## config.mk

```make
export PLATFORM = sky130hd
export DESIGN_NAME = alu
export DESIGN_NICKNAME = d
export VERILOG_FILES = /design/src/hw/ooo_pkg.sv /design/src/hw/alu.sv
export SDC_FILE = /design/constraint.sdc
export NUM_CORES = 1
export LEC_CHECK = 0
export BUFFER_PORTS_ARGS = -buffer_cell sky130_fd_sc_hd__buf_2
export CORE_ASPECT_RATIO = 0.8
export CORE_UTILIZATION = 54
export DETAILED_ROUTE_END_ITERATION = 16
export GPL_TIMING_DRIVEN = 1
export PLACE_DENSITY = 0.84
export SETUP_SLACK_MARGIN = 0.15
export SLEW_MARGIN = 20
export SYNTH_ARGS = -nofsm -noshare
export SYNTH_HDL_FRONTEND = slang
export SYNTH_SLANG_ARGS = --single-unit
```

## constraint.sdc

```tcl
create_clock -name vclk -period 11.05
set_input_delay 1.6575 -clock vclk [all_inputs]
set_output_delay 1.6575 -clock vclk [all_outputs]
set_load 0.005 [all_outputs]
```

## src/hw/ooo_pkg.sv

```systemverilog
package ooo_pkg;

    // core sizes
    localparam int ROB_DEPTH = 8;
    localparam int TAG_W     = 3;
    localparam int CNT_W     = TAG_W + 1;
    localparam int NUM_RS    = 4;
    localparam int REG_W     = 5;
    localparam int NUM_REGS  = 32;
    localparam int DATA_W    = 32;

    typedef logic [DATA_W-1:0] word_t;

    // one registered result slot per reorder tag
    typedef word_t [ROB_DEPTH-1:0] bus_t;

    // supported register and immediate operations
    typedef enum logic [3:0] {
        ADD  = 4'd0,
        SUB  = 4'd1,
        AND  = 4'd2,
        OR   = 4'd3,
        XOR  = 4'd4,
        SLL  = 4'd5,
        SRL  = 4'd6,
        SRA  = 4'd7,
        SLT  = 4'd8,
        SLTU = 4'd9
    } op_t;

    // decoded operation as it arrives at the issue port
    typedef struct packed {
        op_t              op;
        logic [REG_W-1:0] rd;
        logic [REG_W-1:0] rs1;
        logic [REG_W-1:0] rs2;
        logic             use_imm;
        word_t            imm;
    } issue_t;

    // reservation station content, sources wait on a tag until valid
    typedef struct packed {
        op_t              op;
        logic [TAG_W-1:0] src1_tag;
        logic             src1_valid;
        word_t            src1_data;
        logic [TAG_W-1:0] src2_tag;
        logic             src2_valid;
        word_t            src2_data;
        logic [TAG_W-1:0] rd_tag;
    } res_word_t;

    typedef struct packed {
        op_t              op;
        word_t            src1_data;
        word_t            src2_data;
        logic [TAG_W-1:0] tag;
    } exec_word_t;

    typedef struct packed {
        logic [REG_W-1:0] rd;
        word_t            data;
    } commit_t;

endpackage

```

## src/hw/alu.sv

```systemverilog
`timescale 1ns/1ps

module alu (
    input  ooo_pkg::exec_word_t exec_i,
    output ooo_pkg::word_t      result_o
);

    ooo_pkg::word_t a;
    ooo_pkg::word_t b;
    logic [4:0]     shamt;

    assign a     = exec_i.src1_data;
    assign b     = exec_i.src2_data;
    assign shamt = b[4:0];

    always_comb begin
        case (exec_i.op)
            ooo_pkg::ADD:  result_o = a + b;
            ooo_pkg::SUB:  result_o = a - b;
            ooo_pkg::AND:  result_o = a & b;
            ooo_pkg::OR:   result_o = a | b;
            ooo_pkg::XOR:  result_o = a ^ b;
            ooo_pkg::SLL:  result_o = a << shamt;
            ooo_pkg::SRL:  result_o = a >> shamt;
            ooo_pkg::SRA:  result_o = $unsigned($signed(a) >>> shamt);
            // compares produce 0 or 1
            ooo_pkg::SLT:  result_o = {31'b0, $signed(a) < $signed(b)};
            ooo_pkg::SLTU: result_o = {31'b0, a < b};
            default:       result_o = '0;
        endcase
    end

endmodule

```

==> results of run 1 <==
-- per-stage QoR --
step	cell area [sq um]	instances	utilization, %
floorplan	8212	1256	-
global placement	8630	1458	59.34
detailed placement	8635	1458	59.38
CTS	8635	1458	59.38
global route	8635	1458	59.38
finish	8637	1459	59.40
-- cell usage in the layout, fill, tap and decap left out, types with 25 or more instances in the layout --
| cell type | count |
|---|---|
| sky130_fd_sc_hd__nand2_1 | 136 |
| sky130_fd_sc_hd__a21oi_1 | 134 |
| sky130_fd_sc_hd__o21ai_0 | 116 |
| sky130_fd_sc_hd__nor2_1 | 108 |
| sky130_fd_sc_hd__buf_2 | 99 |
| sky130_fd_sc_hd__ha_1 | 98 |
| sky130_fd_sc_hd__inv_1 | 93 |
| sky130_fd_sc_hd__mux2i_1 | 66 |
| sky130_fd_sc_hd__o211ai_1 | 31 |
| sky130_fd_sc_hd__nand3_1 | 25 |
-- cell families (layout without fill, tap and decap cells) --
kind of cell	count (synthesis)	in the layout	share of synthesized area, %
AND/OR/NAND/NOR	360	360	19.44
XOR/XNOR	23	23	2.453
adder cells (fa/ha/maj)	100	100	15.42
multiplexers	105	105	16.18
buffers and inverters	194	212	9.599
other	0	1	0
AO/OA/AOI/OAI	474	474	36.90
-- final cells by class --
class	instances	share of cell area, %
antenna	1	0.02897
inverter	98	4.259
multi-input combinational	1062	86.01
tap	184	2.666
timing repair buffer	114	7.040
-- per-layer routing --
metal  routed length [um]  global-route usage [%]  vias to the layer above
met5                    0                       0                        -
met4                 1420                   15.09                        0
met3                 4533                   8.362                      100
met2                14230                   62.90                      813
met1                14290                   60.23                     4704
li1                     -                       -                     4668
-- path summary, 6_finish.rpt --
path  startpoint      endpoint  slack, ns
min   exec_i[70]   result_o[0]       3.88
max    exec_i[7]  result_o[29]       3.16
==> out/summary.md, run 1 <==
The run finished with clean final reports. Cell accounting for the most synthesized area: sky130_fd_sc_hd__ha_1. In the synthesized netlist, the cells that appear most often are sky130_fd_sc_hd__nand2_1 (136), sky130_fd_sc_hd__a21oi_1 (134), sky130_fd_sc_hd__o21ai_0 (116).

The post-route netlist has 12.64% of its cells at a drive strength greater than 1. The die covers 15710 sq um. The global-route wire length before repair was 52210 um. In the finished design the tool counted flip-flops and latches totalling 0. The worst setup path is of the input port to output port kind. The area growth from synthesis to layout is 5.181%.

The starting density of the core is 56.47%. The worst setup path is captured at an output port. After layout, the clock buffer instance count stands at 0. After synthesis, the cell types taking the most area are sky130_fd_sc_hd__ha_1 (15%), sky130_fd_sc_hd__a21oi_1 (8.2%), sky130_fd_sc_hd__mux2i_1 (8.0%), sky130_fd_sc_hd__o21ai_0 (7.1%), sky130_fd_sc_hd__nand2_1 (6.2%). After floorplanning, the core was divided into 39 placement rows.

For this run, the slowest stage of the critical path takes 0.68 ns. The run gives 0 as the number of setup buffers added after CTS. At the worst endpoint, the arrival time is 6.23 ns. The post-cts resize count was 0; the count of yosys warnings during synthesis was 0.

The core footprint was 14540 sq um; the proportion of netlist area held by the largest area contributor was 14.93%. The final route contains 10290 vias. Data on the critical path is required at its endpoint by 9.39 ns.

The worst setup path is launched from an input port. The netlist area before placement came out at 8212 sq um. For the hold-fix buffer count after cts, the log shows 0. Once routing completed, OpenROAD measured the worst setup slack at 3.164 ns. The total wire length after detailed routing came out at 34470 um.

For the pin with the worst max-slew slack, the measured transition is 1.059 ns. The floorplan step set the die height to 112.3 um. Summing the sequential cell areas from Yosys gives 0% of the chip area.

The run gives 8948 as the via count of the first global-routing pass. The max-slew headroom at the worst pin came out at 29.40%. The storage element area is 0 sq um. On the critical path the largest part of the delay comes from compound AO/OA/AOI/OAI gates.

The clock period minus final worst setup slack is 7.886 ns. In the final timing run, aggregate negative setup slack is 0 ns. The detailed-router iteration count before antenna repair is 6. Standard cell with the maximum stage delay on the critical path: sky130_fd_sc_hd__ha_1. For the number of DRC markers after the initial detailed-route iteration, the log shows 1663. The number of filler instances in the final layout is 1479. Each instance of the synthesized netlist takes up on average 6.538 sq um. For the multi-input logic area, the log shows 7428 sq um. Buffers placed on the I/O ports in this run total 100. The number of stages on the worst hold path came out at 6.

Synthesis handed over a netlist of 1256 instances. The total count of hold-check failures in the final report was 0. The critical path runs through a total of 14 cells.

The tools report the final count of pins violating max slew as 0. After synthesis, the netlist uses 72 different library cells. After detailed routing, the number of remaining DRC violations is 0. The critical path contains buffers and inverters numbering 5 combined.

Traced cell by cell, the critical path runs through buf_2, buf_4, clkinv_1, ha_1, inv_1, a221oi_1, nand4_1, a41oi_1, o31ai_1, a41oi_1, o211ai_1, xnor2_1, o221ai_1, buf_2. Dividing the detail-routed via count by the number of cells gives 7.049. In this run the remaining antenna-violating nets after routing total 0. For the global-route usage over all layers, the log shows 42.34%.

The post-detailed-route wirelength per cell is 23.63 um, and the final setup violation count is 0. In the finished design, the share of the clock period the worst path needs comes to 71.37%. For the number of antenna violations at the first check in global routing, the log shows 1.

sky130_fd_sc_hd__nand2_1 is the most common cell in the netlist. The run gives 103 as the I/O pin count. The class of the most critical hold timing path is input port to output port. The largest fanout on the critical path is 50, and the pin count of the biggest net entering global routing is 79.

The estimated wirelength of the detail-placed design is 26150 um, and the placer's final routability congestion estimate is 1.017. For this run, the top clock speed supported by timing is 0.1268 GHz. Final hold analysis gives a worst-case slack of 3.878 ns. The number of max-cap violations is 0.

In this run the horizontal extent of the chip is 139.9 um. The run gives 1427 as the net count of the mapped netlist. The logs give 1447 for the final net count and 0 for the leftover overflow at the end of global routing. At the placement stage, the worst setup path has a slack of 3.319 ns. Setup repair after global routing left no endpoint under its margin.
==> run 2: changes to the inputs <==
Settings changed: ABC_AREA set to 1, PLACE_DENSITY 0.84 to 0.86.
Clock period 11.05 ns to 7 ns, I/O delays scaled along.
==> run 2 against run 1 <==
- final cell count up 61%
- via count increased by 42%
- design area grew 21%
- critical path depth increased by 2
- area after synthesis grew 23%
==> out/summary.md, run 2 <==
The power per cell area works out to 78.22 nW/um^2. Setup repair after global routing left no endpoint under its margin. End point of the critical path: result_o[19]. The worst setup slack after placement was 1.915 ns; the core footprint was 18280 sq um. The via count was 14570; the number of max-cap violations was 0. During synthesis, Yosys emitted a total of 0 warnings. Summed over all nets, the half-perimeter wirelength after detailed placement is 38330 um. The area growth from synthesis to layout is 3.594%. For the pin with the worst max-slew slack, the measured transition is 1.012 ns. The starting density of the core was 55.42%.

By count the netlist is led by sky130_fd_sc_hd__nand2_1 (705), sky130_fd_sc_hd__nand3_1 (413), sky130_fd_sc_hd__inv_1 (285). The placer's final routability congestion estimate came out at 1.047. Sorting the synthesized cells by area gives the leading types as sky130_fd_sc_hd__nand2_1 (26%), sky130_fd_sc_hd__nand3_1 (20%), sky130_fd_sc_hd__ha_1 (12%), sky130_fd_sc_hd__inv_1 (11%), sky130_fd_sc_hd__nor2_1 (6.2%). In the final layout, the share of cells above drive strength 1 is 7.432%. The largest fanout on the critical path was 69; the mean cell area of the mapped netlist was 4.863 sq um. The floorplan die width is 155.1 um, and the netlist area before placement is 10130 sq um.

The tools report the final setup violation count as 0. At the worst endpoint, the required time is 5.95 ns. Count of antenna diodes in the layout: 0. The logs give 47690 um for the total wire length after detailed routing and 0 for the antenna violation net count after detailed routing. After detailed routing, the number of remaining DRC violations is 0.

Across all setup checks in the final design, the least slack found is 1.686 ns. The critical path starts at exec_i[4]. The run gives 46 as the number of unique standard cell types used by synthesis. Dividing the detail-routed via count by the number of cells gives 6.194.

Row generation in the floorplan step produced 44 rows. The post-synthesis cell count was 2083; the maximum vdd drop was 45.24 uV. In the final layout, the multi-input gates occupy 8496 sq um. Summed over all layers, the global routing overflow is 0.

The floorplan step set the die height to 124.5 um. After detailed routing, the average wire length per cell comes to 20.28 um. The tools report the startpoint type of the worst setup path as an input port. The final worst-path cycle share is 75.92%, and the via count of the first global-routing pass is 12350. Data arrival time of the critical path: 4.26 ns. The library cell used most frequently in the layout, excluding fill and tap cells, is sky130_fd_sc_hd__nand2_1.

The tools report the total count of hold-check failures in the final report as 0. Summing the sequential cell areas from Yosys gives 0% of the chip area. The proportion of netlist area held by the largest area contributor was 26.12%. sky130_fd_sc_hd__nand2_1 takes more of the synthesized area than any other cell. The tools report the post-cts resize count as 0. The storage element area is 0 sq um. Most instantiated library cell after synthesis: sky130_fd_sc_hd__nand2_1. The run gives 57.41% as the share of the core filled with cells in the final layout. The final count of pins violating max slew is 0, and the highest attainable clock frequency is 0.1882 GHz.

The worst pin sits at a relative slew slack of 32.47%. The run gives 71 as the pin count of the biggest net entering global routing. The final net count is 2272. For the number of sequential cells, the log shows 0.

For this block, the initial DRC count from the detailed router was 2407. The first global-routing pass estimated 70460 um of wire. Global routing used 47.37% of the available tracks. The clock period minus final worst setup slack is 5.314 ns, and the number of antenna violations at the first check in global routing is 0. In the layout the commonest cells are sky130_fd_sc_hd__nand2_1 (705), sky130_fd_sc_hd__nand3_1 (413), sky130_fd_sc_hd__inv_1 (284), sky130_fd_sc_hd__nor2_1 (167), sky130_fd_sc_hd__buf_2 (100).

Summing all non-filler instances in the final layout gives an area of 10490 sq um. The layout has 0 clock buffers. The placed instances occupy a cell area of 10490 sq um. The worst setup path is captured at an output port.

After clock tree synthesis, the setup repair step added 0 buffers. The run finished with clean final reports. Buffers inserted to repair hold after CTS numbered 0. Summed over all cells, the static leakage comes to 6.160 nW. The class of the most critical setup path was input port to output port. After routing, the total negative slack on setup checks comes to 0 ns.

The logs give 2254 for the net count of the mapped netlist and 6 for the detailed-router iteration count before antenna repair. The number of I/O port buffers is 100, and the worst slack on hold paths is 2.520 ns. The I/O pin count is 103, and the die area is 19310 sq um. The filler cells instantiated in the layout total 2101. The class of the most critical hold timing path is input port to output port.
-- run 2: through the flow --
stage | cells | power [W]
2_1_floorplan | 2083 | 0.0005299
3_3_place_gp | 2352 | 0.0007647
3_5_place_dp | 2352 | 0.0007747
4_1_cts | 2352 | 0.0007783
5_1_grt | 2352 | 0.0008835
6_report | 2352 | 0.0008208
-- run 2: logic make-up after synthesis --
family          Yosys count  synth area share [%]
simple gates           1389                 59.39
buf+inv                 388                 16.13
compound gates          205                 11.89
fa+ha+maj               100                 12.50
xor+xnor                  1               0.08648
-- run 2: layout make-up --
class / count / share of cell area, %
repair buffers: 109 / 5.413
well taps: 253 / 3.017
multi-input cells: 1695 / 80.96
inverters: 295 / 10.61
-- run 2: where the power goes --
part | switching (W) | internal, W | leakage (nW) | total (W)
Combinational | 0.000588 | 0.000233 | 6.16 | 0.000821
Clock | 0 | 0 | 0 | 0
Sequential | 0 | 0 | 0 | 0
Total | 0.000588 | 0.000233 | 6.16 | 0.000821
-- run 2: worst min-delay path by stage --
stage / slack (ns) / to / cells past startpoint / from
after detailed placement: 2.51 / result_o[0] / 5 / exec_i[69]
final: 2.52 / result_o[0] / 5 / exec_i[69]
after CTS: 2.51 / result_o[0] / 5 / exec_i[69]
after floorplan: 2.24 / result_o[0] / 3 / exec_i[69]
after global placement: 2.52 / result_o[0] / 5 / exec_i[69]
after global routing: 2.58 / result_o[0] / 5 / exec_i[69]
-- run 2: worst max-delay path: stages --
cell and delay (ns):
sky130_fd_sc_hd__buf_2 0.07, sky130_fd_sc_hd__buf_4 0.60, sky130_fd_sc_hd__inv_2 0.08, sky130_fd_sc_hd__buf_4 0.38, sky130_fd_sc_hd__ha_1 0.34, sky130_fd_sc_hd__nand2_1 0.09
sky130_fd_sc_hd__nand3_1 0.22, sky130_fd_sc_hd__nand2_1 0.12, sky130_fd_sc_hd__nand3_1 0.35, sky130_fd_sc_hd__nand2_1 0.23, sky130_fd_sc_hd__nand3_1 0.09, sky130_fd_sc_hd__nand2_1 0.07
sky130_fd_sc_hd__nor2_1 0.08, sky130_fd_sc_hd__nor2_1 0.18, sky130_fd_sc_hd__nand2_1 0.11, sky130_fd_sc_hd__buf_2 0.14
-- run 2: routing by layer --
metal / routed length, um / up-vias / global-route usage (%) / share of wire [%]
met5: 0 / - / 0 / 0
met2: 18490 / 1263 / 68.02 / 39
met1: 19580 / 6417 / 68.22 / 41
met4: 2019 / 0 / 15.78 / 4.2
met3: 7595 / 141 / 10.96 / 16
li1: - / 6747 / - / -
Note: power is estimated with default switching activity, not from simulation.
