**config.mk**
```make
export PLATFORM = sky130hd
export DESIGN_NAME = cdb
export DESIGN_NICKNAME = d
export VERILOG_FILES = /design/src/hw/ooo_pkg.sv /design/src/hw/cdb.sv
export SDC_FILE = /design/constraint.sdc
export NUM_CORES = 1
export LEC_CHECK = 0
export BUFFER_PORTS_ARGS = -buffer_cell sky130_fd_sc_hd__buf_2
export CORE_AREA = 3 3 203 205
export DETAILED_ROUTE_END_ITERATION = 10
export DIE_AREA = 0 0 206 208
export GPL_TIMING_DRIVEN = 0
export HOLD_SLACK_MARGIN = 0.02
export REMOVE_ABC_BUFFERS = 1
export SLEW_MARGIN = 0
export SYNTH_ARGS = -nofsm -noshare
export SYNTH_HDL_FRONTEND = slang
export SYNTH_SLANG_ARGS = --single-unit
```
**constraint.sdc**
```tcl
create_clock -name clk -period 0.8 [get_ports clk]
set_input_delay 0.16 -clock clk [delete_from_list [all_inputs] [get_ports clk]]
set_output_delay 0.16 -clock clk [all_outputs]
set_load 0.01 [all_outputs]
```
**src/hw/ooo_pkg.sv**
```systemverilog
package ooo_pkg;

    // core sizes
    localparam int ROB_DEPTH = 8;
    localparam int TAG_W     = 3;
    localparam int CNT_W     = TAG_W + 1;
    localparam int NUM_RS    = 4;
    localparam int REG_W     = 5;
    localparam int NUM_REGS  = 32;
    localparam int DATA_W    = 32;

    typedef logic [DATA_W-1:0] word_t;

    // one registered result slot per reorder tag
    typedef word_t [ROB_DEPTH-1:0] bus_t;

    // supported register and immediate operations
    typedef enum logic [3:0] {
        ADD  = 4'd0,
        SUB  = 4'd1,
        AND  = 4'd2,
        OR   = 4'd3,
        XOR  = 4'd4,
        SLL  = 4'd5,
        SRL  = 4'd6,
        SRA  = 4'd7,
        SLT  = 4'd8,
        SLTU = 4'd9
    } op_t;

    // decoded operation as it arrives at the issue port
    typedef struct packed {
        op_t              op;
        logic [REG_W-1:0] rd;
        logic [REG_W-1:0] rs1;
        logic [REG_W-1:0] rs2;
        logic             use_imm;
        word_t            imm;
    } issue_t;

    // reservation station content, sources wait on a tag until valid
    typedef struct packed {
        op_t              op;
        logic [TAG_W-1:0] src1_tag;
        logic             src1_valid;
        word_t            src1_data;
        logic [TAG_W-1:0] src2_tag;
        logic             src2_valid;
        word_t            src2_data;
        logic [TAG_W-1:0] rd_tag;
    } res_word_t;

    typedef struct packed {
        op_t              op;
        word_t            src1_data;
        word_t            src2_data;
        logic [TAG_W-1:0] tag;
    } exec_word_t;

    typedef struct packed {
        logic [REG_W-1:0] rd;
        word_t            data;
    } commit_t;

endpackage

```
**src/hw/cdb.sv**
```systemverilog
`timescale 1ns/1ps

module cdb (
    input  logic                          clk,
    input  logic                          rst_i,
    input  logic [ooo_pkg::ROB_DEPTH-1:0] enable_i,
    input  ooo_pkg::bus_t                 data_i,
    output ooo_pkg::bus_t                 data_o
);

    ooo_pkg::bus_t slot_q;

    assign data_o = slot_q;

    // each tag owns one slot, at most one writer per slot per cycle
    always_ff @(posedge clk) begin
        if (rst_i) begin
            slot_q <= '0;
        end else begin
            for (int i = 0; i < ooo_pkg::ROB_DEPTH; i++) begin
                if (enable_i[i]) begin
                    slot_q[i] <= data_i[i];
                end
            end
        end
    end

endmodule

```
==> metrics, run 1 <==
status finished, violations left; failing checks negative setup slack; synthesized flop and latch total 256; Post-Synthesis Cells 828; I/O pin cnt 522; TritonCTS Buffers 27; max reg flops 256; Worst Slack Setup Final -0.380 ns; routing usage on met1 15.5%; share of the synthesized area in the top cell type 54.7%; Unique masters post-synth 8; global-route met3 utilization 4.52%; die height 208 um; grt total ovfl 0; max cap viols 0; startpoint types flop; CTS max path bufs 3; minimum clock period 1.18 ns; final period utilization 147%; CTS tree built; Max Slew Vio Count 0; grt peak-use layer met2; Hold Crit Start rst_i; Critical Path AT 1.02 ns; clk_lat worst skew 0.53 ns; pin count of the biggest net entering global routing 121; die footprint 42,800 um2; DRT iter0 DRCs 387; Setup-failing EPs final 273; htree depth 1; crit-path cells buf_6; final wirelength 36.1 mm; CP delay by family, top flip-flops; Pwr Density 1790 nW/um2; Clock Tree Root clkbuf_16; Slew headroom 56.7%; gpl congestion 0.805; reg2reg start data_o[73]; TNS Setup -86.25 ns; Critical Path End Type primary output; Worst R2R Setup Slack -0.10 ns; total placed cells including tap cells 1,815; DRT Pass-1 Iters 6; initial antenna violation count 2; Post-Place Setup Slack -0.777 ns; share of cells above drive strength 1 53.5%; drt wl/cell 16.6 um; Buffers on Ports 521; drt via density 4.23; antenna-violating nets left 0; synthesized area 9370 um2; met2 usage 28.1%; Synth area leaders dfxtp_1, mux2i_1, nor2_1; CP Class flop to primary output; vias 9,194; # nets final 1,894; clk sink count 256; utilization after layout 45.0%; Rows 73; Crit path required time 0.64 ns; initial core utilization 23.6%; Area growth syn-to-layout 90.6%; number of fillers in the final layout 3,374; Post-DP HPWL 20.0 mm; number of global-route vias before repair 9,946; VDD IR max 1.60 mV; Setup crit start data_o[3]; sequential area share after synthesis 54.7%; clk slew on worst S/H paths 0.06 ns; static leakage 0.00856 uW; first-pass GRT wire length 53.1 mm; Residual DRC 0; Post-Syn Area per Cell 11.3 um2; Core Footprint 39,600 um2; Hold/Removal Path Class input port to flop; clock skew 0 ns; total routing usage reported by global routing 15.3%; Worst path slowest cell dfxtp_4; Yosys top cell by area dfxtp_1; Peak Freq 0.848 GHz; CP max FO 2; Die Width 206 um; delay of the slowest critical-path stage 0.36 ns; cell area after placement 12,000 um2; worst slew pin tran 0.650 ns; Buf+Inv Stages, Crit Path 1; Hold Fails Final Rpt 0; final non-filler cell total 2,173; post-route cell area 17,900 um2; RSZ-0062 raised after global routing true; Synth Warn # 0
[cell families (layout without fill, tap and decap cells)]
family / after synthesis / in the layout / synth area share [%]
buffers and inverters: 60 / 878 / 7.68
flip-flops: 256 / 256 / 54.7
multiplexers: 256 / 256 / 27.4
other: 0 / 2 / 0
AND/OR/NAND/NOR: 256 / 256 / 10.3
[power breakdown]
part           internal [uW]  switching, uW  total [uW]
Sequential             13700            613       14300
Clock                   6750           4980       11700
Combinational           3630           2370        6000
[placed cells by master (no fill, tap or decap), drive strengths merged]
cell type,instances
clkinv,3
dfxtp,256
dlygate4sd3,256
mux2i,256
diode,2
buf,572
clkbuf,47
nor2,256
[cells in the mapped netlist, drive strengths merged]
cell type	number
mux2i	256
dfxtp	256
buf	60
nor2	256
[per-layer routing]
metal | share of wire (%) | vias up | wire [um]
met4 | 4.5 | 0 | 1640
met2 | 51 | 441 | 18400
met5 | 0 | - | 0
met1 | 36 | 4315 | 12900
met3 | 9.0 | 108 | 3260
li1 | - | 4330 | -
[metrics by stage]
stage	hold slack [ns]	total power (uW)
4_1_cts	0.00789	31800
6_report	0.0125	32000
3_3_place_gp	0.393	17800
3_5_place_dp	0.401	17800
5_1_grt	0.0315	33400
2_1_floorplan	0.232	15600
[final cells by class]
type	instances	area [um2]	area share, %
Clock inverter	3	15.0	0.0841
Tap cell	525	657	3.68
Multi-Input combinational cell	512	3600	20.1
Clock buffer	44	800	4.48
Timing Repair Buffer	831	7310	40.9
Antenna cell	2	5.00	0.0280
Sequential cell	256	5480	30.7
[worst paths after layout]
kind	cells after the start	to
worst min register to register	2	data_o[210]
worst min-delay path	2	data_o[132]
worst max-delay path	1	data_o[3]
worst max register to register	3	data_o[73]
[timing repair]
| action | CTS | global route |
|---|---|---|
| endpoints found under the hold margin | 256 | 0 |
| buffers inserted | 11 | 41 |
| pin swaps | 0 | 14 |
| resized for setup | 538 | 37 |
| setup endpoints to repair | 448 | 369 |
| hold buffers | 256 | 0 |
| cloned | 1 | 0 |
No activity file was read; power rests on OpenSTA's default activity.
==> run 2: changes to the inputs <==
Settings changed: CELL_PAD_IN_SITES_DETAIL_PLACEMENT set to 0, CELL_PAD_IN_SITES_GLOBAL_PLACEMENT set to 1, PLACE_DENSITY_LB_ADDON set to 0.1.
==> metrics, run 2 (synthesized netlist as in run 1, its figures left out) <==
first-pass GRT wire length 53.2 mm (was 53.1 mm); I/O pin cnt 522 (unchanged); Worst path slowest cell dfxtp_2 (was dfxtp_4); Crit path required time 0.64 ns (about the same); most frequent cells in the layout buf_6, nor2_1, dfxtp_2, dlygate4sd3_1, buf_2 (was buf_6, dlygate4sd3_1, buf_2, nor2_1); Total Power 34,500 uW (was 32,000 uW); share of cells above drive strength 1 52.0% (was 53.5%); htree depth 2 (was 1); Clock Tree Root clkbuf_16 (unchanged); Worst Slack Setup Final -0.348 ns (was -0.380 ns); clock skew 0 ns (unchanged); vias 8,619 (was 9,194); ANT cells 0 (was 2); Critical Path End Type primary output (unchanged); grt total ovfl 0 (unchanged); CTS tree built (unchanged); static leakage 0.00851 uW (was 0.00856 uW); DRT iter0 DRCs 248 (was 387); startpoint types flop (unchanged); global-route met3 utilization 6.79% (was 4.52%); max cap viols 0 (unchanged); pin count of the biggest net entering global routing 68 (was 121); max reg flops 256 (unchanged); RSZ-0062 raised after global routing true (unchanged); grt peak-use layer met2 (unchanged); crit-path cells buf_6 (unchanged); Die Width 206 um (unchanged); drt wl/cell 16.7 um (was 16.6 um); CP Class flop to primary output (unchanged); routing usage on met1 17.7% (was 15.5%); Slew headroom 57.5% (was 56.7%); delay of the slowest critical-path stage 0.34 ns (was 0.36 ns); VDD IR max 1.17 mV (was 1.60 mV); utilization after layout 44.7% (was 45.0%); Area growth syn-to-layout 89.0% (was 90.6%); Hold/Removal Path Class input port to flop (unchanged); CP delay by family, top flip-flops (unchanged); clk slew on worst S/H paths 0.06 ns (about the same); Core Footprint 39,600 um2 (unchanged); clk_lat worst skew 0.52 ns (was 0.53 ns); initial antenna violation count 0 (was 2); Buffers on Ports 521 (unchanged); final wirelength 35.7 mm (was 36.1 mm); Residual DRC 0 (unchanged); drt via density 4.03 (was 4.23); Peak Freq 0.871 GHz (was 0.848 GHz); Setup-failing EPs final 256 (was 273); CP max FO 2 (unchanged); status finished, violations left (unchanged); CTS max path bufs 3 (unchanged); most common cell after layout, fill and taps aside buf_6 (unchanged); met2 usage 27.1% (was 28.1%); initial core utilization 23.6% (unchanged); Hold Fails Final Rpt 0 (unchanged); TritonCTS Buffers 34 (was 27); DRT Pass-1 Iters 4 (was 6); worst slew pin tran 0.638 ns (was 0.650 ns); Max Slew Vio Count 0 (unchanged); minimum clock period 1.15 ns (was 1.18 ns); # nets final 1,861 (was 1,894); Pwr Density 1950 nW/um2 (was 1790 nW/um2); clk sink count 256 (unchanged); total routing usage reported by global routing 16.0% (was 15.3%); antenna-violating nets left 0 (unchanged); Rows 73 (unchanged); Post-DP HPWL 24.1 mm (was 20.0 mm); die height 208 um (unchanged); failing checks negative setup slack (unchanged); Buf+Inv Stages, Crit Path 1 (unchanged); Critical Path AT 0.99 ns (was 1.02 ns); final period utilization 144% (was 147%); die footprint 42,800 um2 (unchanged); gpl congestion 0.691 (was 0.805); number of global-route vias before repair 9,111 (was 9,946)
run 2: cell types whose count changed in the layout (fill, tap and decap cells not counted), moves of 2 or more:
cell | before | now
mux2i_2 | 9 | 2
clkbuf_16 | 27 | 37
dfxtp_2 | 244 | 256
bufbuf_16 | 0 | 2
mux2i_1 | 244 | 254
mux2i_4 | 3 | 0
buf_4 | 44 | 17
diode_2 | 2 | 0
dfxtp_4 | 12 | 0
clkbuf_4 | 3 | 0
buf_6 | 269 | 258
clkbuf_1 | 11 | 9
run 2: what timing repair did:
| item | in CTS | in global routing |
|---|---|---|
| hold endpoints to repair | 256 | 0 |
| hold buffers | 256 | 0 |
| setup endpoints to repair | 512 | 256 |
| pin swaps | 0 | 3 |
| setup buffers | 0 | 11 |
| cloned | 2 | 0 |
| resized for setup | 584 | 4 |
run 2: cell type report:
type                       instances  area (um2)
clock buffer                      52        1040
clock inverter                     5        28.8
fill                            3872       21900
multi-input combinational        512        3530
sequential                       256        5450
tap                              525         657
timing repair buffer             791        7000
run 2: worst reg2reg max path, stage by stage, from the launching register on:
cell and delay (ns):
dfxtp_2 0.33, buf_6 0.11, mux2i_2 0.16, nor2_1 0.07
run 2: path summary, 6_finish.rpt:
check / start / to / slack, ns / depth (start not counted)
min reg2reg: data_o[73] / data_o[73] / 0.49 / 2
min: rst_i / data_o[130] / 0.03 / 2
max: data_o[40] / data_o[40] / -0.35 / 1
max reg2reg: data_o[33] / data_o[33] / 0.01 / 3
run 2: layer usage:
metal | vias to the layer above | routed length [um]
li1 | 4274 | -
met1 | 3915 | 13600
met2 | 369 | 17000
met3 | 61 | 4000
met4 | 0 | 1110
met5 | - | 0
run 2: power by group:
part | leakage (uW) | switching, uW | internal, uW
clock network | 0.000530 | 5650 | 8930
registers | 0.00220 | 526 | 13700
logic | 0.00578 | 2240 | 3470
run 2: metrics by stage:
stage / hold WS [ns] / instances / TNS [ns] / area, um2 / worst slack (ns)
3_3_place_gp: 0.393 / 1814 / -917.35 / 11900 / -3.62
2_1_floorplan: 0.232 / 768 / 0 / 8650 / 0.210
5_1_grt: 0.0318 / 2141 / -93.06 / 17700 / -0.398
4_1_cts: -0.00221 / 2130 / -93.13 / 17600 / -0.402
3_5_place_dp: 0.402 / 1815 / -188.22 / 12000 / -0.859
6_report: 0.0326 / 2141 / -80.33 / 17700 / -0.348
==> run 3: changes to the inputs <==
Clock period 0.8 ns to 1.1 ns, I/O delays scaled along.
==> metrics, run 3 (synthesized netlist as in run 1, its figures left out) <==
status finished, violations left (unchanged); failing checks negative setup slack (unchanged); antenna-violating nets left 0 (unchanged); Worst path slowest cell dfxtp_2 (unchanged); DRT Pass-1 Iters 4 (unchanged); number of global-route vias before repair 9,034 (was 9,111); Peak Freq 0.830 GHz; TNS Setup -18.60 ns (was -80.33 ns); Hold/Removal Path Class input port to flop (unchanged); Clock Tree Root clkbuf_16 (unchanged); Pwr Density 1420 nW/um2 (was 1950 nW/um2); CP max FO 2 (unchanged); ANT cells 0 (unchanged); final non-filler cell total 2,139 (was 2,141); Critical Path AT 0.99 ns (about the same); initial core utilization 23.6% (unchanged); die height 208 um (unchanged); Slew headroom 32.8% (was 57.5%); Setup-failing EPs final 256 (unchanged); crit-path cells buf_6 (unchanged); CP Class flop to primary output (unchanged); drt via density 4.00 (was 4.03); Post-Place Setup Slack -0.619 ns (was -0.859 ns); RSZ-0062 raised after global routing true (unchanged); grt total ovfl 0 (unchanged); share of cells above drive strength 1 51.9% (was 52.0%); Die Width 206 um (unchanged); CP delay by family, top flip-flops (unchanged); clock share of power 42.3% (about the same); die footprint 42,800 um2 (unchanged); worst slew pin tran 1.01 ns (was 0.638 ns); Worst Slack Setup Final -0.105 ns (was -0.348 ns); reg2reg start data_o[33] (unchanged); Int Pwr 18,900 uW (was 26,100 uW); CTS tree built (unchanged); sw power 6110 uW (was 8410 uW); Setup crit start data_o[40] (unchanged); Hold Worst Slack 0.0900 ns (was 0.0326 ns); Core Footprint 39,600 um2 (unchanged); htree depth 2 (unchanged); DRT iter0 DRCs 307 (was 248); Area growth syn-to-layout 87.8% (was 89.0%); max reg flops 256 (unchanged); vias 8,564 (was 8,619); static leakage 0.00847 uW (was 0.00851 uW); Buf+Inv Stages, Crit Path 1 (unchanged); pin count of the biggest net entering global routing 133 (was 68); # nets final 1,859 (was 1,861); max cap viols 0 (unchanged); gpl congestion 0.691 (unchanged); Critical Path End Type primary output (unchanged); Hold Fails Final Rpt 0 (unchanged); utilization after layout 44.4% (was 44.7%); clk slew on worst S/H paths 0.06 ns (about the same); Comb pwr share 16.4% (was 16.5%); clk_lat worst skew 0.52 ns (about the same); Rows 73 (unchanged); Net Sw Frac 24.4% (about the same); Crit path required time 0.88 ns (was 0.64 ns); final period utilization 110%; Residual DRC 0 (unchanged); Max Slew Vio Count 0 (unchanged); most common cell after layout, fill and taps aside buf_2 (was buf_6); Hold Crit Start rst_i (unchanged); Buffers on Ports 521 (unchanged); drt wl/cell 16.4 um (was 16.7 um); clock skew 0 ns (unchanged); I/O pin cnt 522 (unchanged); clk sink count 256 (unchanged); final wirelength 35.0 mm (was 35.7 mm); delay of the slowest critical-path stage 0.34 ns (about the same); CTS max path bufs 3 (unchanged); first-pass GRT wire length 52.5 mm (was 53.2 mm); total placed cells including tap cells 1,815 (unchanged); TritonCTS Buffers 34 (unchanged); total routing usage reported by global routing 15.7% (was 16.0%); initial antenna violation count 0 (unchanged); Sequential Power Share 41.3% (was 41.2%); VDD IR max 0.852 mV (was 1.17 mV); minimum clock period 1.21 ns; Post-DP HPWL 24.1 mm (unchanged); startpoint types flop (unchanged)
## run 3: power groups by stage
stage	Combinational (uW)	Clock, uW	Sequential [uW]
floorplan	785	0	10600
global placement	2750	0	10300
detailed placement	2730	0	10300
CTS	4130	11100	10300
global route	4450	11500	10400
finish	4110	10600	10300
## run 3: final timing paths
| path | endpoint | slack (ns) | cells past startpoint |
|---|---|---|---|
| worst max-delay path | data_o[40] | -0.11 | 1 |
| worst min-delay path | data_o[154] | 0.09 | 2 |
| worst max register to register | data_o[33] | 0.29 | 3 |
| worst min register to register | data_o[73] | 0.49 | 2 |
## run 3: stage by stage
stage	cell area, um2	power (uW)
final	17600	25100
after global routing	17600	26300
after CTS	17500	25600
after detailed placement	12000	13000
after global placement	11900	13000
after floorplan	8650	11300
## run 3: metal layers
metal,track usage (%),part of all wire (%),vias up
met5,0,0,-
met4,6.34,3.1,0
met3,6.62,11,61
met2,26.6,48,358
met1,17.4,38,3884
li1,-,-,4261
## run 3: cell type report
class | instances | area (um2)
Clock inverter | 5 | 28.8
Timing Repair Buffer | 789 | 6900
Fill cell | 3882 | 22000
Tap cell | 525 | 657
Clock buffer | 52 | 1040
Sequential cell | 256 | 5450
Multi-Input combinational cell | 512 | 3520
## run 3: repair_timing
action,CTS,global route
buffers inserted,0,11
endpoints found under the setup margin,343,273
hold buffers,256,0
resized for setup,575,1
endpoints found under the hold margin,256,0
gates cloned,0,0
