File: src/hw/ooo_pkg.sv
package ooo_pkg;

    // core sizes
    localparam int ROB_DEPTH = 8;
    localparam int TAG_W     = 3;
    localparam int CNT_W     = TAG_W + 1;
    localparam int NUM_RS    = 4;
    localparam int REG_W     = 5;
    localparam int NUM_REGS  = 32;
    localparam int DATA_W    = 32;

    typedef logic [DATA_W-1:0] word_t;

    // one registered result slot per reorder tag
    typedef word_t [ROB_DEPTH-1:0] bus_t;

    // supported register and immediate operations
    typedef enum logic [3:0] {
        ADD  = 4'd0,
        SUB  = 4'd1,
        AND  = 4'd2,
        OR   = 4'd3,
        XOR  = 4'd4,
        SLL  = 4'd5,
        SRL  = 4'd6,
        SRA  = 4'd7,
        SLT  = 4'd8,
        SLTU = 4'd9
    } op_t;

    // decoded operation as it arrives at the issue port
    typedef struct packed {
        op_t              op;
        logic [REG_W-1:0] rd;
        logic [REG_W-1:0] rs1;
        logic [REG_W-1:0] rs2;
        logic             use_imm;
        word_t            imm;
    } issue_t;

    // reservation station content, sources wait on a tag until valid
    typedef struct packed {
        op_t              op;
        logic [TAG_W-1:0] src1_tag;
        logic             src1_valid;
        word_t            src1_data;
        logic [TAG_W-1:0] src2_tag;
        logic             src2_valid;
        word_t            src2_data;
        logic [TAG_W-1:0] rd_tag;
    } res_word_t;

    typedef struct packed {
        op_t              op;
        word_t            src1_data;
        word_t            src2_data;
        logic [TAG_W-1:0] tag;
    } exec_word_t;

    typedef struct packed {
        logic [REG_W-1:0] rd;
        word_t            data;
    } commit_t;

endpackage

File: src/hw/reservation_station.sv
`timescale 1ns/1ps

module reservation_station (
    input  logic                          clk,
    input  logic                          rst_i,
    input  logic                          load_i,
    input  ooo_pkg::res_word_t            res_i,
    input  logic [ooo_pkg::ROB_DEPTH-1:0] done_i,
    input  ooo_pkg::bus_t                 cdb_i,
    output logic                          empty_o,
    output logic                          exec_o,
    output ooo_pkg::exec_word_t           exec_o_word
);

    logic               full_q;
    ooo_pkg::res_word_t res_q;
    logic               src1_hit;
    logic               src2_hit;

    assign empty_o = ~full_q;

    // fire as soon as both operands are held, the station frees at the same edge
    assign exec_o = full_q & res_q.src1_valid & res_q.src2_valid;

    always_comb begin
        exec_o_word.op        = res_q.op;
        exec_o_word.src1_data = res_q.src1_data;
        exec_o_word.src2_data = res_q.src2_data;
        exec_o_word.tag       = res_q.rd_tag;
    end

    // pending source whose producer tag has completed
    assign src1_hit = ~res_q.src1_valid & done_i[res_q.src1_tag];
    assign src2_hit = ~res_q.src2_valid & done_i[res_q.src2_tag];

    always_ff @(posedge clk) begin
        if (rst_i) begin
            full_q <= 1'b0;
        end else if (load_i) begin
            full_q <= 1'b1;
        end else if (exec_o) begin
            full_q <= 1'b0;
        end
    end

    always_ff @(posedge clk) begin
        if (load_i) begin
            res_q <= res_i;
        end else begin
            // snoop the bus slot of each waiting tag
            if (src1_hit) begin
                res_q.src1_valid <= 1'b1;
                res_q.src1_data  <= cdb_i[res_q.src1_tag];
            end
            if (src2_hit) begin
                res_q.src2_valid <= 1'b1;
                res_q.src2_data  <= cdb_i[res_q.src2_tag];
            end
        end
    end

endmodule

File: config.mk
export PLATFORM = sky130hd
export DESIGN_NAME = reservation_station
export DESIGN_NICKNAME = d
export VERILOG_FILES = /design/src/hw/ooo_pkg.sv /design/src/hw/reservation_station.sv
export SDC_FILE = /design/constraint.sdc
export NUM_CORES = 1
export LEC_CHECK = 0
export ABC_AREA = 1
export BUFFER_PORTS_ARGS = -buffer_cell sky130_fd_sc_hd__buf_4
export CORE_MARGIN = 2
export CORE_UTILIZATION = 30
export DETAILED_ROUTE_END_ITERATION = 7
export GPL_ROUTABILITY_DRIVEN = 0
export PLACE_DENSITY_LB_ADDON = 0.12
export SLEW_MARGIN = 10
export SYNTH_ARGS = -nofsm -noshare
export SYNTH_HDL_FRONTEND = slang
export SYNTH_SLANG_ARGS = --single-unit
File: constraint.sdc
create_clock -name clk -period 2.55 [get_ports clk]
set_input_delay 0.1275 -clock clk [delete_from_list [all_inputs] [get_ports clk]]
set_output_delay 0.1275 -clock clk [all_outputs]
set_load 0.05 [all_outputs]
==> flow_metrics.env, run 1 <==
export IMPL_outcome="completed"
export IMPL_grt_pass1_vias=11258
export IMPL_yosys_cell_types_count=17
export IMPL_rows=64
export IMPL_clockBufferDepth=2
export IMPL_synthAdderAreaFrac=0
export IMPL_wire_per_inst_um=17.8
export IMPL_ios=419
export IMPL_sw_frac_of_total=0.411
export IMPL_synth_xor_area_share=0
export IMPL_yosysWarnings=0
export IMPL_seqPwrFrac=0.295
export IMPL_combPwrFrac=0.452
export IMPL_clock_latency_ns=0.35
export IMPL_drv_cap=0
export IMPL_critPathKind="reg2reg"
export IMPL_synthesis_area_um2=9450
export IMPL_via_count=11644
export IMPL_final_setup_tns_ns=0
export IMPL_synth_compound_area_share=0.00106
export IMPL_reg2reg_from="res_q[36]$_DFFE_PP_"
export IMPL_cp_end_kind="flop"
export IMPL_slowest_stage="edfxtp_1"
export IMPL_p_clk_frac=0.253
export IMPL_start_kind="flop"
export IMPL_cellPowerDensity_nw_per_um2=454
export IMPL_drt_vias_per_instance=4.95
export IMPL_multi_input_area_um2=4810
export IMPL_cts_root_buf="clkbuf_16"
export IMPL_wirelength_um=41700
export IMPL_setup_viol=0
export IMPL_die_area_um2=32900
export IMPL_die_w_um=181
export IMPL_synth_top_family_by_area="simple AND/OR/NAND/NOR gates"
export IMPL_diodes=0
export IMPL_vdd_drop_max_mv=0.277
export IMPL_grt_pass1_wl_um=63600
export IMPL_syn_area_per_cell_um2=5.68
export IMPL_antenna_found_initial=2
export IMPL_synth_mux_area_frac=0
export IMPL_drc=0
export IMPL_ant_nets=0
export IMPL_p_leak_nw=7.15
export IMPL_finalClockSkew_ns=0.0156
export IMPL_dp_hpwl_um=28800
export IMPL_cp_data_arrival_time_ns=2.20
export IMPL_path_cells="buf_12 -> buf_4 -> nand2_1 -> nand3_1 -> nand3_1 -> nand3_1 -> nand2_1"
export IMPL_min_from="res_i[18]"
export IMPL_syn_inst=1664
export IMPL_required_ns=2.66
export IMPL_ys_seq_area_frac=0.253
export IMPL_p_int_mw=3.37
export IMPL_drive_gt1_frac=0.241
export IMPL_cp_startpoint="res_q[36]$_DFFE_PP_"
export IMPL_cts_sinks=80
export IMPL_die_y_um=181
export IMPL_grt_overflow=0
export IMPL_syn_nets=2010
export IMPL_synth_simple_area_share=0.508
export IMPL_cpLargestDelayFamily="buffers and inverters"
export IMPL_cts_inserted_buffers=9
export IMPL_core_area_um2=30800
export IMPL_max_freq_mhz=478
export IMPL_hold_viol=0
export IMPL_syn_to_final_growth_pct=33.3
export IMPL_grt_setup_unrepaired="false"
export IMPL_hold_slack_ns=0.0372
export IMPL_cts_htree_levels=3
export IMPL_synth_seq_cells=80
export IMPL_critPathMaxFanout=105
export IMPL_nNetsFinal=2295
export IMPL_dr_pass1_iters=6
export IMPL_fillers=3452
export IMPL_hp_class="in2reg"
export IMPL_clk_pin_slew_ns=0.08
export IMPL_slowest_delay_ns=0.44
export IMPL_cp_buffers_inverters=2
export IMPL_crit_top_cell="nand3_1"
export IMPL_track_usage=0.246
export IMPL_seq_area_um2=2390
export IMPL_cts_tree="yes"
export IMPL_first_iter_violations=1110
export IMPL_switchingPower_mw=2.35
export IMPL_slew_headroom=0.426
export IMPL_start_util=0.307
export IMPL_worst_pin_slew_ns=0.861
export IMPL_post_route_period_util=0.820
export IMPL_fin_crit_ns=2.09
export IMPL_grt_max_degree=106
export IMPL_postCtsSetupBuffers=0
export IMPL_slew_viol_final=0
export IMPL_port_buffers=418
[flip-flops by register name (all words and copies together), names as in the netlist]
signal / count
full_q: 1
exec_o_word: 71
res_q: 8
[power groups by stage]
| stage | Clock (mW) | Sequential, mW | Combinational [mW] |
|---|---|---|---|
| 6_report | 1.45 | 1.69 | 2.59 |
| 4_1_cts | 1.48 | 1.69 | 2.59 |
| 2_1_floorplan | 0 | 1.68 | 1.79 |
| 3_5_place_dp | 0 | 1.72 | 2.57 |
| 5_1_grt | 1.51 | 1.70 | 2.82 |
| 3_3_place_gp | 0 | 1.72 | 2.55 |
[per-layer routing]
layer  part of all wire  track usage  vias up
met5            0.00065            0        -
met4              0.030       0.0865        4
met2               0.47        0.410      648
met3              0.078       0.0353       71
met1               0.42        0.325     5265
li1                   -            -     5656
[cell families after synthesis]
logic type | after synthesis
DFF | 80
AOI/OAI and AO/OA | 2
and+or+nand+nor | 1123
buffers and inverters | 459
[synth_stat cells]
| cell | count | area [µm²] |
|---|---|---|
| buf_1 | 12 | 45.0 |
| or2_2 | 2 | 12.5 |
| nand2_1 | 658 | 2470 |
| inv_4 | 2 | 12.5 |
| buf_2 | 48 | 240 |
| a21oi_1 | 1 | 5.00 |
| edfxtp_1 | 79 | 2370 |
| inv_1 | 269 | 1010 |
| o21ai_0 | 1 | 5.00 |
| dfxtp_1 | 1 | 20.0 |
| clkinv_1 | 1 | 3.75 |
| buf_4 | 85 | 638 |
| buf_6 | 19 | 214 |
| inv_2 | 2 | 7.51 |
| nor3_1 | 1 | 5.00 |
| nand3_1 | 462 | 2310 |
| clkbuf_1 | 21 | 78.8 |
[repair_timing]
action	4_1_cts	5_1_grt
resized for setup	0	0
endpoints found under the hold margin	14	0
hold buffers	14	0
[final timing paths]
check	cells past startpoint	to	slack (ns)
worst min register to register	2	full_q$_SDFFE_PP0P_	0.47
worst min-delay path	3	exec_o_word[18]$_DFFE_PP_	0.04
worst max-delay path	7	exec_o_word[25]$_DFFE_PP_	0.46
worst max register to register	7	exec_o_word[25]$_DFFE_PP_	0.46
[metrics by stage]
stage          std cells  total power [mW]  utilization  setup slack (ns)  instance area [µm²]
2_1_floorplan       1664              3.47            -             0.372                 9450
3_3_place_gp        2320              4.27        0.395             0.568                12200
3_5_place_dp        2320              4.29        0.395             0.487                12200
4_1_cts             2350              5.76        0.409             0.490                12600
5_1_grt             2350              6.03        0.409             0.336                12600
6_report            2350              5.73        0.409             0.459                12600
[final cells by class]
type / instances / area share
Timing Repair Buffer: 459 / 0.283
Multi-Input combinational cell: 1125 / 0.382
Sequential cell: 80 / 0.190
Inverter: 274 / 0.0820
Clock buffer: 11 / 0.0193
Tap cell: 396 / 0.0393
Clock inverter: 5 / 0.00447
[worst register-to-register path, stage by stage (launching register included)]
cell and delay (ns):
edfxtp_1 0.44, buf_12 0.41, buf_4 0.54, nand2_1 0.12
nand3_1 0.09, nand3_1 0.09, nand3_1 0.10, nand2_1 0.06
[cells in the final DEF, fill, tap and decap left out, types with 2 or more instances in the layout]
| cell | n |
|---|---|
| inv_4 | 2 |
| edfxtp_1 | 79 |
| nand2_2 | 2 |
| dlygate4sd3_1 | 14 |
| buf_12 | 7 |
| buf_4 | 438 |
| nand2_1 | 656 |
| nand3_1 | 462 |
| or2_2 | 2 |
| clkbuf_16 | 9 |
| inv_1 | 267 |
| clkinv_2 | 2 |
| inv_2 | 5 |
No activity file was read; power rests on OpenSTA's default activity.
==> inputs of run 2 (changes only) <==
Clock period 2.55 ns to 2 ns, I/O delays scaled along.
==> run 2 against run 1 <==
  * Routed wire length increased by 1.0%
  * Sequential power increased by 27%
  * Via count increased by 1.3%
  * Highest routed layer unchanged
==> flow_metrics.env, run 2 (synthesis results as in run 1) <==
export IMPL_outcome="completed"
export IMPL_critPathKind="reg2reg"
export IMPL_drive_gt1_frac=0.242
export IMPL_cpLargestDelayFamily="buffers and inverters"
export IMPL_cts_htree_levels=3
export IMPL_hp_class="in2reg"
export IMPL_wirelength_um=42200
export IMPL_grt_pass1_wl_um=63700
export IMPL_post_route_period_util=0.888
export IMPL_port_buffers=418
export IMPL_drv_cap=0
export IMPL_vdd_drop_max_mv=0.413
export IMPL_cellPowerDensity_nw_per_um2=574
export IMPL_slew_headroom=0.671
export IMPL_drc=0
export IMPL_grt_overflow=0
export IMPL_core_area_um2=30800
export IMPL_setup_viol=0
export IMPL_wire_per_inst_um=17.6
export IMPL_ios=419
export IMPL_cp_end_kind="flop"
export IMPL_rows=64
export IMPL_postCtsSetupBuffers=0
export IMPL_finalClockSkew_ns=0.0103
export IMPL_worst_pin_slew_ns=0.492
export IMPL_syn_to_final_growth_pct=39.5
export IMPL_nNetsFinal=2342
export IMPL_path_cells="buf_12 -> buf_12 -> nand2_1 -> nand3_1 -> nand3_1 -> nand3_1 -> nand2_1"
export IMPL_clock_latency_ns=0.37
export IMPL_cp_buffers_inverters=2
export IMPL_fin_crit_ns=1.78
export IMPL_die_y_um=181
export IMPL_grt_setup_unrepaired="false"
export IMPL_final_util=0.428
export IMPL_antenna_found_initial=2
export IMPL_final_common_cell="nand2_1"
export IMPL_slowest_delay_ns=0.46
export IMPL_hold_viol=0
export IMPL_slew_viol_final=0
export IMPL_slowest_stage="edfxtp_1"
export IMPL_largest_register_ff_count=71
export IMPL_die_w_um=181
export IMPL_grt_max_degree=78
export IMPL_dpl_cell_count=2336
export IMPL_start_util=0.307
export IMPL_dp_slack_ns=0.213
export IMPL_final_cell_mix="656 x nand2_1, 462 x nand3_1, 444 x buf_4"
export IMPL_required_ns=2.13
export IMPL_final_setup_tns_ns=0
export IMPL_cts_inserted_buffers=9
export IMPL_track_usage=0.248
export IMPL_cts_repair_resized=0
export IMPL_die_area_um2=32900
export IMPL_max_freq_mhz=563
export IMPL_cts_root_buf="clkbuf_16"
export IMPL_ant_nets=0
export IMPL_dp_hpwl_um=30600
export IMPL_p_leak_nw=7.42
export IMPL_clockBufferDepth=2
export IMPL_dr_pass1_iters=5
export IMPL_hold_buffers=45
export IMPL_critPathMaxFanout=61
export IMPL_cp_data_arrival_time_ns=1.90
export IMPL_cts_tree="yes"
export IMPL_first_iter_violations=1150
export IMPL_fillers=3354
export IMPL_grt_pass1_vias=11309
export IMPL_drt_vias_per_instance=4.92
export IMPL_via_count=11792
export IMPL_clk_pin_slew_ns=0.07
export IMPL_cts_sinks=80
export IMPL_start_kind="flop"
export IMPL_layout_setup_ws_ns=0.223
export IMPL_total_power_mw=7.56
export IMPL_instances_no_fill=2396
export IMPL_crit_top_cell="nand3_1"
-- run 2: cell count changes in the layout (fill, tap and decap cells not counted) --
| cell | before | now |
|---|---|---|
| dlygate4sd3_1 | 14 | 45 |
| buf_12 | 7 | 17 |
| buf_4 | 438 | 444 |
| bufinv_16 | 1 | 3 |
| clkinv_1 | 0 | 2 |
| clkinv_2 | 2 | 0 |
| clkbuf_1 | 1 | 0 |
| clkbuf_8 | 1 | 0 |
| clkinvlp_4 | 1 | 0 |
| diode_2 | 0 | 1 |
| inv_6 | 1 | 0 |
-- run 2: layer usage --
| layer | GRT usage | wire length [µm] | up-vias |
|---|---|---|---|
| li1 | - | - | 5750 |
| met1 | 0.315 | 17600 | 5389 |
| met2 | 0.428 | 20400 | 577 |
| met3 | 0.0367 | 2940 | 74 |
| met4 | 0.0894 | 1210 | 2 |
| met5 | 0 | 13 | - |
-- run 2: area by class of cell --
cell class | instances | area, µm² | area share
diodes | 1 | 2.50 | 0.000190
flip-flops and latches | 80 | 2390 | 0.181
inverters | 274 | 1030 | 0.0784
repair buffers | 506 | 4120 | 0.313
clock buffers | 9 | 225 | 0.0171
clock inverters | 5 | 97.6 | 0.00740
well taps | 396 | 495 | 0.0376
multi-input cells | 1125 | 4810 | 0.365
-- run 2: power breakdown --
group / switching (mW) / total, mW / internal (mW)
logic: 2.11 / 3.44 / 1.33
clock network: 0.777 / 1.98 / 1.20
registers: 0.0725 / 2.15 / 2.08
-- run 2: worst reg2reg max path: stages (launching register included) --
cell and delay (ns):
edfxtp_1 0.46, buf_12 0.27, buf_12 0.30, nand2_1 0.15
nand3_1 0.09, nand3_1 0.10, nand3_1 0.12, nand2_1 0.05
-- run 2: final timing paths --
path,from,end,slack (ns),cells past startpoint
max reg2reg,res_q[72]$_DFFE_PP_,exec_o_word[50]$_DFFE_PP_,0.22,7
max,res_q[72]$_DFFE_PP_,exec_o_word[50]$_DFFE_PP_,0.22,7
min,res_i[22],exec_o_word[22]$_DFFE_PP_,0.01,3
min reg2reg,full_q$_SDFFE_PP0P_,full_q$_SDFFE_PP0P_,0.47,2
-- run 2: per-stage QoR --
stage / hold WS (ns) / cell area, µm²
after floorplan: 0.169 / 9460
after global placement: 0.267 / 12400
after detailed placement: 0.269 / 12400
after CTS: 0.000195 / 13200
after global routing: 0.0124 / 13200
final: 0.0132 / 13200
==> inputs of run 3 (changes only) <==
Settings changed: CORE_ASPECT_RATIO set to 1.75.
==> run 3 against run 2 <==
  * Flip-flop and latch count did not move
  * Routed wire length up 0.39%
  * First-iteration DRC count decreased by 33%
  * Maximum frequency up 1.7%
  * Clock-buffer cell count is the same
  * Largest power group unchanged
==> flow_metrics.env, run 3 (synthesis results as in run 1) <==
export IMPL_rows=86
export IMPL_core_area_um2=31300
export IMPL_cts_root_buf="clkbuf_16"
export IMPL_final_common_cell="nand2_1"
export IMPL_fillers=3410
export IMPL_grt_pass1_wl_um=63900
export IMPL_hp_class="in2reg"
export IMPL_final_setup_tns_ns=0
export IMPL_critPathMaxFanout=34
export IMPL_cts_sinks=80
export IMPL_sw_frac_of_total=0.403
export IMPL_grt_max_degree=81
export IMPL_hold_viol=0
export IMPL_post_route_period_util=0.873
export IMPL_wirelength_um=42300
export IMPL_drc=0
export IMPL_dp_slack_ns=0.274
export IMPL_drt_vias_per_instance=4.92
export IMPL_clock_latency_ns=0.38
export IMPL_track_usage=0.247
export IMPL_largest_register_ff_count=71
export IMPL_finalClockSkew_ns=0.0127
export IMPL_instances_no_fill=2422
export IMPL_via_count=11912
export IMPL_combPwrFrac=0.453
export IMPL_cts_inserted_buffers=9
export IMPL_dp_hpwl_um=30500
export IMPL_hold_buffers=68
export IMPL_slew_viol_final=0
export IMPL_dr_pass1_iters=5
export IMPL_start_kind="flop"
export IMPL_outcome="completed"
export IMPL_p_int_mw=4.51
export IMPL_slew_headroom=0.588
export IMPL_syn_to_final_growth_pct=40.9
export IMPL_clockBufferDepth=2
export IMPL_cellPowerDensity_nw_per_um2=568
export IMPL_seqPwrFrac=0.285
export IMPL_hold_slack_ns=0.0168
export IMPL_cts_tree="yes"
export IMPL_die_w_um=138
export IMPL_drive_gt1_frac=0.241
export IMPL_worst_pin_slew_ns=0.619
export IMPL_drv_cap=0
export IMPL_fin_crit_ns=1.75
export IMPL_wire_per_inst_um=17.5
export IMPL_grt_pass1_vias=11846
export IMPL_vdd_drop_max_mv=0.476
export IMPL_clk_pin_slew_ns=0.08
export IMPL_die_y_um=239
export IMPL_layout_setup_ws_ns=0.253
export IMPL_grt_overflow=0
export IMPL_grt_setup_unrepaired="false"
export IMPL_critPathKind="reg2reg"
export IMPL_cp_data_arrival_time_ns=1.99
export IMPL_cts_htree_levels=3
export IMPL_switchingPower_mw=3.05
export IMPL_max_freq_mhz=572
export IMPL_first_iter_violations=770
export IMPL_die_area_um2=33000
export IMPL_cts_repair_resized=0
export IMPL_final_cell_mix="656 x nand2_1, 462 x nand3_1, 451 x buf_4"
export IMPL_p_clk_frac=0.262
export IMPL_ant_nets=0
export IMPL_nNetsFinal=2364
export IMPL_setup_viol=0
export IMPL_ios=419
export IMPL_p_leak_nw=7.47
export IMPL_dpl_cell_count=2335
export IMPL_cp_end_kind="flop"
export IMPL_antenna_found_initial=4
export IMPL_postCtsSetupBuffers=0
export IMPL_required_ns=2.24
export IMPL_start_util=0.302
export IMPL_port_buffers=418
export IMPL_r2r_slack_ns=0.25
## run 3: cell count changes in the layout (fill, tap and decap cells not counted)
cell,delta
clkinv_1,-2
clkinvlp_4,+1
inv_8,+1
diode_2,+2
clkinv_2,+1
buf_4,+7
bufinv_16,-1
dlygate4sd3_1,+23
inv_6,+2
buf_12,-8
## run 3: final cells by class
class | count | area, µm² | share of cell area
antenna | 3 | 7.51 | 0.000564
clock buffer | 9 | 225 | 0.0169
clock inverter | 7 | 101 | 0.00761
inverter | 274 | 1030 | 0.0776
multi-input combinational | 1125 | 4810 | 0.362
sequential | 80 | 2390 | 0.180
tap | 396 | 495 | 0.0372
timing repair buffer | 528 | 4250 | 0.319
## run 3: layer usage
metal / share of wire / up-vias / track usage
met1: 0.37 / 5392 / 0.273
met4: 0.051 / 2 / 0.145
met5: 0.00026 / - / 0
met2: 0.52 / 592 / 0.440
met3: 0.067 / 123 / 0.0445
li1: - / 5803 / -
## run 3: power groups by stage
stage	combinational, mW	clock (mW)	sequential [mW]
2_1_floorplan	2.28	0	2.15
3_3_place_gp	3.29	0	2.19
3_5_place_dp	3.32	0	2.19
4_1_cts	3.43	2.05	2.16
5_1_grt	3.71	2.09	2.17
6_report	3.42	1.98	2.15
## run 3: stage by stage
step                cell area (µm²)  total power, mW  utilization
CTS                           13300             7.64        0.425
floorplan                      9460             4.43            -
global placement              12300             5.49        0.393
detailed placement            12300             5.51        0.393
global route                  13300             7.97        0.425
finish                        13300             7.56        0.425
## run 3: path summary, 6_finish.rpt
kind                                                   to                 from  cells past startpoint
worst max-delay path            exec_o_word[66]$_DFFE_PP_  res_q[73]$_DFFE_PP_                      6
worst min-delay path            exec_o_word[44]$_DFFE_PP_            res_i[48]                      3
worst max register to register  exec_o_word[66]$_DFFE_PP_  res_q[73]$_DFFE_PP_                      6
worst min register to register        full_q$_SDFFE_PP0P_  full_q$_SDFFE_PP0P_                      2
## run 3: critical path, stage by stage (launching register included)
cell and delay, ns:
edfxtp_1 0.50, inv_2 0.17, buf_4 0.47, nand3_1 0.13, nand3_1 0.11, nand3_1 0.12
nand2_1 0.09
